==> config.mk <==
export PLATFORM = sky130hd
export DESIGN_NAME = scc_slot
export DESIGN_NICKNAME = d
export VERILOG_FILES = /design/src/rtl/scc_pkg.sv /design/src/rtl/scc_slot.sv /design/src/rtl/scc_tone_channel.sv /design/src/rtl/scc_wave.sv
export VERILOG_INCLUDE_DIRS = /design/src /design/src/include
export SDC_FILE = /design/constraint.sdc
export NUM_CORES = 2
export LEC_CHECK = 0
export ABC_AREA = 1
export BUFFER_PORTS_ARGS = -buffer_cell sky130_fd_sc_hd__buf_2
export CAP_MARGIN = 20
export CORE_ASPECT_RATIO = 0.8
export CORE_UTILIZATION = 32
export DETAILED_ROUTE_END_ITERATION = 10
export PLACE_DENSITY = 0.49
export REMOVE_ABC_BUFFERS = 1
export SETUP_SLACK_MARGIN = 0.1
export SLEW_MARGIN = 5
export SYNTH_ARGS = -nofsm -noshare
export SYNTH_HDL_FRONTEND = slang
export SYNTH_SLANG_ARGS = --single-unit
==> constraint.sdc <==
create_clock -name cpu_bus -period 13.1 [get_ports cpu_bus]
set_input_delay 0.655 -clock cpu_bus [delete_from_list [all_inputs] [get_ports cpu_bus]]
set_output_delay 0.655 -clock cpu_bus [all_outputs]
set_load 0.02 [all_outputs]
==> src/include/scc_defines.svh <==
`ifndef SCC_DEFINES_SVH
`define SCC_DEFINES_SVH

// CPU address window of the sound cartridge
`define SCC_AREA_LO   16'h9800   // First address inside the window
`define SCC_AREA_HI   16'hA000   // First address past the window

// Chip layout
`define SCC_NUM_SLOTS 2          // Chip instances in the cartridge block
`define SCC_NUM_CH    5          // Tone channels per chip
`define SCC_WAVE_LEN  32         // Samples per waveform block

// Register map inside the 256-byte chip page
// Wave RAM occupies 0x00 to 0x7F, channel 4 shares block 3
`define SCC_REG_FREQ  8'h80      // Low/high period byte pair per channel
`define SCC_REG_VOL   8'h8A      // One 4-bit volume per channel
`define SCC_REG_MASK  8'h8F      // Channel enable bits

`endif

==> src/rtl/scc_pkg.sv <==
package scc_pkg;

    // Device kinds seen on the configuration bus
    typedef enum logic [2:0] {
        DEV_NONE   = 3'd0,  // Nothing addressed
        DEV_PSG    = 3'd1,  // Programmable sound generator
        DEV_SCC    = 3'd2,  // Wave-table sound cartridge
        DEV_OPLL   = 3'd3,  // FM sound unit
        DEV_MAPPER = 3'd4   // Memory mapper
    } dev_type_t;

    // One wave RAM entry, two's complement
    typedef logic signed [7:0] wave_sample_t;

    // Mixed output of a single chip
    // Five channels of 8-bit sample times 4-bit volume fit in 15 bits
    typedef logic signed [14:0] chip_sample_t;

    // Cartridge output after the slot mixer
    typedef logic signed [15:0] sound_t;

endpackage

==> src/rtl/scc_slot.sv <==
`timescale 1ns/1ns

`include "scc_defines.svh"

module scc_slot (
    input  logic                       cpu_bus,     // CPU clock
    input  logic                       clk_en,      // Sound step enable
    input  logic                       reset,       // Sync reset, active high
    input  logic [15:0]                addr,        // CPU address
    input  logic [7:0]                 din,         // CPU write data
    input  logic                       wr,          // Write strobe
    input  logic                       rd,          // Read strobe
    input  scc_pkg::dev_type_t         dev_typ,     // Addressed device kind
    input  logic [3:0]                 dev_num,     // Device instance number
    input  logic                       dev_en,      // Enable value for the instance
    input  logic [`SCC_NUM_SLOTS-1:0]  mix_enable,  // Per-chip mixer enable
    output scc_pkg::sound_t            sound,       // Mixed cartridge audio
    output logic [7:0]                 data,        // Read data, 0xFF when idle
    output logic                       output_rq    // Read data valid
);

    logic [`SCC_NUM_SLOTS-1:0] slot_en;    // Enabled chip slots
    logic                      slot_sel;   // Slot picked by dev_num
    logic                      scc_area;   // Address inside the chip window
    logic                      cs;         // Chip select

    logic [7:0]                chip_dout [`SCC_NUM_SLOTS];  // Per-chip read data
    scc_pkg::chip_sample_t     chip_wave [`SCC_NUM_SLOTS];  // Per-chip samples

    assign slot_sel = dev_num[0];

    // Slot enables loaded from the configuration bus
    always_ff @(posedge cpu_bus) begin
        if (reset) begin
            slot_en <= '0;
        end else if (dev_typ == scc_pkg::DEV_SCC && dev_num < `SCC_NUM_SLOTS) begin
            slot_en[slot_sel] <= dev_en;
        end
    end

    // Window decode, upper bound exclusive
    assign scc_area = (addr >= `SCC_AREA_LO) && (addr < `SCC_AREA_HI);
    assign cs       = (dev_typ == scc_pkg::DEV_SCC) && scc_area && slot_en[slot_sel];

    // Same-cycle read, idle bus floats high
    assign output_rq = cs && rd;
    assign data      = output_rq ? chip_dout[slot_sel] : 8'hFF;

    for (genvar i = 0; i < `SCC_NUM_SLOTS; i++) begin : g_chip
        scc_wave u_wave (
            .cpu_bus (cpu_bus),
            .reset   (reset),
            .clk_en  (clk_en),
            .req     (cs && slot_sel == i),  // Only the addressed chip sees the access
            .wr      (wr),
            .adr     (addr[7:0]),            // Page offset inside the window
            .din     (din),
            .dout    (chip_dout[i]),
            .wave    (chip_wave[i])
        );
    end

    // Output mixer, sign-extended sum of enabled chips
    always_comb begin
        sound = '0;
        for (int i = 0; i < `SCC_NUM_SLOTS; i++) begin
            if (mix_enable[i]) begin
                sound = sound + scc_pkg::sound_t'(chip_wave[i]);
            end
        end
    end

endmodule

==> src/rtl/scc_tone_channel.sv <==
`timescale 1ns/1ns

`include "scc_defines.svh"

module scc_tone_channel (
    input  logic                               cpu_bus,  // CPU clock
    input  logic                               reset,    // Sync reset, active high
    input  logic                               clk_en,   // Sound step enable
    input  logic [11:0]                        period,   // Reload value from the freq bytes
    input  logic                               restart,  // Freq register written
    output logic [$clog2(`SCC_WAVE_LEN)-1:0]   ptr       // Current sample index
);

    logic [11:0] count;  // Cycles left until the next sample step

    // Down-counter, reloads on reaching zero and steps the pointer
    always_ff @(posedge cpu_bus) begin
        if (reset) begin
            count <= '0;
            ptr   <= '0;
        end else if (restart) begin
            count <= '0;  // Restart the waveform from its first sample
            ptr   <= '0;
        end else if (clk_en) begin
            if (count == '0) begin
                count <= period;    // Next step after period+1 enabled cycles
                ptr   <= ptr + 1'b1; // Wraps at the end of the block
            end else begin
                count <= count - 1'b1;
            end
        end
    end

endmodule

==> src/rtl/scc_wave.sv <==
`timescale 1ns/1ns

`include "scc_defines.svh"

module scc_wave (
    input  logic                  cpu_bus,  // CPU clock
    input  logic                  reset,    // Sync reset, active high
    input  logic                  clk_en,   // Sound step enable
    input  logic                  req,      // Chip selected this cycle
    input  logic                  wr,       // Write strobe
    input  logic [7:0]            adr,      // Offset inside the chip page
    input  logic [7:0]            din,      // Write data from the CPU
    output logic [7:0]            dout,     // Read data towards the CPU
    output scc_pkg::chip_sample_t wave      // Registered chip mix
);

    localparam int RAM_DEPTH = 4 * `SCC_WAVE_LEN;      // Four waveform blocks
    localparam int RAM_W     = $clog2(RAM_DEPTH);      // Wave RAM address width
    localparam int PTR_W     = $clog2(`SCC_WAVE_LEN);  // Sample index width

    scc_pkg::wave_sample_t wave_ram [RAM_DEPTH];  // Shared waveform storage

    logic                     wr_en;    // Accepted CPU write
    logic                     in_wave;  // Offset falls in the wave RAM
    logic [`SCC_NUM_CH-1:0]   mask;     // Channel enables
    logic signed [12:0]       ch_term [`SCC_NUM_CH];  // Sample times volume per channel
    scc_pkg::chip_sample_t    mix_sum;  // Combinational sum before the output register

    assign wr_en   = req && wr;
    assign in_wave = adr < `SCC_REG_FREQ;  // Registers start right after the RAM

    // Wave RAM write port
    always_ff @(posedge cpu_bus) begin
        if (wr_en && in_wave) begin
            wave_ram[adr[RAM_W-1:0]] <= din;
        end
    end

    // CPU read port, registers read back as open bus
    assign dout = in_wave ? wave_ram[adr[RAM_W-1:0]] : 8'hFF;

    // Channel enable register
    always_ff @(posedge cpu_bus) begin
        if (reset) begin
            mask <= '0;
        end else if (wr_en && adr == `SCC_REG_MASK) begin
            mask <= din[`SCC_NUM_CH-1:0];  // Upper bits ignored
        end
    end

    // Per-channel period, volume, tone generator and product
    for (genvar c = 0; c < `SCC_NUM_CH; c++) begin : g_ch
        localparam logic [7:0] FREQ_LO = 8'(`SCC_REG_FREQ + 2 * c);     // Period bits 7:0
        localparam logic [7:0] FREQ_HI = 8'(`SCC_REG_FREQ + 2 * c + 1); // Period bits 11:8
        localparam logic [7:0] VOL_ADR = 8'(`SCC_REG_VOL + c);
        localparam logic [1:0] BLK     = (c > 3) ? 2'd3 : 2'(c);  // Channel 4 reuses block 3

        logic [11:0]           period;   // Tone period
        logic [3:0]            vol;      // Channel volume
        logic                  restart;  // Period byte written
        logic [PTR_W-1:0]      ptr;      // Current sample index
        scc_pkg::wave_sample_t sample;   // Sample at the pointer

        assign restart = wr_en && (adr == FREQ_LO || adr == FREQ_HI);

        always_ff @(posedge cpu_bus) begin
            if (reset) begin
                period <= '0;
                vol    <= '0;
            end else if (wr_en) begin
                if (adr == FREQ_LO) begin
                    period[7:0] <= din;
                end
                if (adr == FREQ_HI) begin
                    period[11:8] <= din[3:0];  // Only a nibble is kept
                end
                if (adr == VOL_ADR) begin
                    vol <= din[3:0];
                end
            end
        end

        scc_tone_channel u_tone (
            .cpu_bus (cpu_bus),
            .reset   (reset),
            .clk_en  (clk_en),
            .period  (period),
            .restart (restart),
            .ptr     (ptr)
        );

        assign sample = wave_ram[{BLK, ptr}];

        // Volume is unsigned, widened so the product stays signed
        assign ch_term[c] = mask[c] ? sample * $signed({1'b0, vol}) : 13'sd0;
    end

    // Sum the channel products with sign extension
    always_comb begin
        mix_sum = '0;
        for (int c = 0; c < `SCC_NUM_CH; c++) begin
            mix_sum = mix_sum + scc_pkg::chip_sample_t'(ch_term[c]);
        end
    end

    // Output register, new sample one edge after a register write
    always_ff @(posedge cpu_bus) begin
        if (reset) begin
            wave <= '0;
        end else begin
            wave <= mix_sum;
        end
    end

endmodule

==> results.md <==
| Result | Value |
|---|---|
| Slack of the worst reg-to-reg path | 3.45 ns |
| Portion of the post-synthesis area used by sequential elements | 52.0% |
| Endpoint of the most critical register-to-register path | g_chip[1].u_wave.wave[14] |
| Worst clock skew | 0.0644 ns |
| Crit path launch type | flip-flop |
| Power share of the sequential group | 41.8% |
| Average via count per standard cell | 5.75 |
| Unrepaired setup endpoints after global routing | no |
| Chip Height | 582 µm |
| Post-detailed-route DRC marker count | 0 |
| Die outline area | 423000 µm² |
| Number of distinct standard cells referenced by the synthesized netlist | 63 |
| Cell count after synthesis | 14300 |
| Total iterations of the first detailed-routing run | 8 |
| Achievable clock frequency | 0.104 GHz |
| Worst setup endpoint | g_chip[1].u_wave.wave[14] |
| Fillcell total | 42100 |
| Worst setup path category | reg -> reg |
| Period utilisation layout | 73.7% |
| TritonCTS clock tree | built |
| HPWL after DPL | 347000 µm |
| Cell area after placement | 141000 µm² |
| Setup violators final | 0 |
| Max transition margin | 13.8% |
| Combinational share of power | 21.6% |
| Syn-to-layout area delta | 11.3% |
| Total power after layout | 21.5 mW |
| Worst Path Buf+Inv | 5 |
| Clock period minus worst slack | 9.65 ns |
| Number of CTS-inserted buffers | 278 |
| Pins over their slew limit | 0 |
| Outcome | finished, final reports clean |
| Post-synth EDFFs | 2048 |
| Post-Layout Inst Area | 150000 µm² |
| Fraction of power consumed by the clock network | 36.6% |
| Clock-pin slew on the worst setup and hold paths | 0.06 ns |
| Initial antenna violation count | 30 |
| Worst path required time | 13.89 ns |
| Synth Warn # | 0 |
| Post-CTS sizing | 0 |
| Share of final-layout standard cells stronger than drive strength 1 | 6.95% |
| Primary flip-flop cell chosen by synthesis mapping | edfxtp_1 |
| Slowest cell on the critical path | clkinv_2 |
| Stage delay of the slowest cell on the critical path | 1.00 ns |
| Slew at the pin closest to its max-slew limit | 1.28 ns |
| CP top delay family | adder cells |
| Global placer's final weighted congestion | 0.900 |
| Largest fanout on the critical path | 56 |
| Wire length of the first global-routing pass | 771000 µm |
| Design internal power | 14.3 mW |
| Commonest cells after routing, fill and taps aside | edfxtp_1, nor2_1, o21ai_0 |
| Yosys top cell by area | edfxtp_1 |
| Maxcap violations | 0 |
| Synthesized cell area | 135000 µm² |
| Crit path capture type | flip-flop |
| Worst reg2reg path depth | 37 |
| Switching Share | 33.3% |
| Via count | 114000 |
| CTS max path bufs | 4 |
| Power spent charging and discharging nets | 7.17 mW |
| Mean cell area of the mapped netlist | 9.42 µm² |
| Flops & latches, synth | 2470 |
| Worst path most repeated cell | nand2_1 |
| Worst hold path startpoint | dev_en |
| Clk Tree Root Cell | clkbuf_16 |
| Power Density | 144 nW/µm² |
| Total Nets Final | 14600 |
| Clock tree sinks | 2470 |
| IR Drop Worst-Case VDD | 0.0993 mV |
| Most common library cell in the layout ignoring fill and taps | edfxtp_1 |
| Global route overflow | 0 |
| Min-delay worst type | in -> reg |
| Cell count along the critical path | 37 |
| IO buf count | 60 |
| Top post-synthesis cells by area | edfxtp_1, o21ai_0, dfxtp_1 |
| Endpoints failing hold | 0 |
| Static power due to leakage | 53.2 nW |
| Maximum number of pins on one net before global-route repair | 173 |
| I/O Pins | 64 |
| Initial DRC count | 15100 |
| Core area | 418000 µm² |
| Global Route Usage Sum | 24.7% |
| Final critical-path setup slack | 3.45 ns |
| Share of flip-flops with an asynchronous set or reset | 0% |
| Proportion of netlist area held by the largest area contributor | 45.7% |
| # rows | 212 |
| H-tree lvl count | 5 |
| Die extent in x | 727 µm |
| Clock Latency Late Sink | 0.91 ns |
| DRT antenna net count | 0 |
| Routed wire length per instance | 27.5 µm |
| Pre-CTS worst setup slack | 3.62 ns |
| CTS Hold Buffers Added | 0 |
| Starting density of the core | 32.2% |
| Via count of the first global-routing pass | 105000 |
| Crit path DAT | 10.44 ns |
| Post-CTS Setup Repair Bufs | 0 |
| Post-Route WL | 544000 µm |
how the worst min path moves through the flow:
stage	end	slack [ns]	cells after the start
2_1_floorplan	flip-flop	0.41	1
3_3_place_gp	g_chip[1].u_wave.g_ch[2].u_tone.ptr[4]	0.43	1
3_5_place_dp	flip-flop	0.43	1
4_1_cts	slot_en[1]	0.11	3
5_1_grt	slot_en[0]	0.13	3
6_report	slot_en[1]	0.15	3
power by group through the flow:
stage / registers [mW] / clock network [mW] / logic (mW)
detailed placement: 9.15 / 0 / 4.51
global placement: 9.15 / 0 / 4.48
CTS: 8.98 / 7.98 / 4.52
finish: 8.99 / 7.88 / 4.63
floorplan: 9.14 / 0 / 2.73
global route: 9.01 / 8.25 / 5.02
cells in the mapped netlist, types with 228 or more instances:
library cell	count
nor2_1	1951
a22oi_1	819
fa_1	251
o211ai_1	271
o221ai_1	228
dfxtp_1	422
nand3_1	428
a21oi_1	1218
nand2_1	1286
inv_1	1204
clkbuf_1	543
edfxtp_1	2048
ha_1	315
buf_2	295
o21ai_0	1806
per-stage QoR:
step                      utilization (%)  cells  hold slack, ns  setup TNS, ns
after CTS                            35.8  19800           0.113              0
after global routing                 35.8  19800           0.133              0
after global placement               33.7  19300           0.433              0
final                                35.9  19800           0.154              0
after floorplan                         -  13300           0.412          -9.29
after detailed placement             33.7  19300           0.434              0
logic make-up (layout without fill, tap and decap cells):
logic type      Yosys count  in the layout  share of synthesized area (%)
other cells               0             25                              0
fa+ha+maj               566            566                           6.67
compound gates         4899           4899                           21.9
xor+xnor                 52             52                          0.339
simple gates           4089           4089                           12.5
flops                  2470           2470                           52.0
buf+inv                2209           2136                           6.52
state kept, by name, summed over array words and instances (netlist names), named ones only:
| signal | cells |
|---|---|
| g_chip.u_wave.g_ch.u_tone.ptr | 50 |
| g_chip.u_wave.mask | 10 |
| g_chip.u_wave.g_ch.u_tone.count | 120 |
| slot_en | 2 |
| g_chip.u_wave.g_ch.vol | 40 |
| g_chip.u_wave.g_ch.period | 120 |
| g_chip.u_wave.wave | 30 |
| g_chip.u_wave.wave_ram | 2048 |
metal layers:
| layer | global-route usage, % | share of wire, % |
|---|---|---|
| met2 | 35.3 | 41 |
| met4 | 7.92 | 3.4 |
| met5 | 0 | 0.021 |
| met3 | 6.48 | 11 |
| met1 | 36.1 | 44 |
cell type report:
class	count	area (µm²)	area share [%]
sequential	2470	70000	46.8
inverter	1265	4820	3.22
multi-input combinational	9606	56000	37.4
clock buffer	361	7560	5.05
tap	5564	6960	4.65
antenna	25	62.6	0.0418
timing repair buffer	374	3010	2.01
clock inverter	136	1270	0.850
worst reg2reg max path, delay by kind of cell (launching register included):
kind	cells	cell delay, ns
adder cells (fa/ha/maj)	8	3.37
AO/OA/AOI/OAI	9	2.19
buffers and inverters	5	1.78
AND/OR/NAND/NOR	15	1.34
flip-flops	1	0.90
No activity file was read; power rests on OpenSTA's default activity.
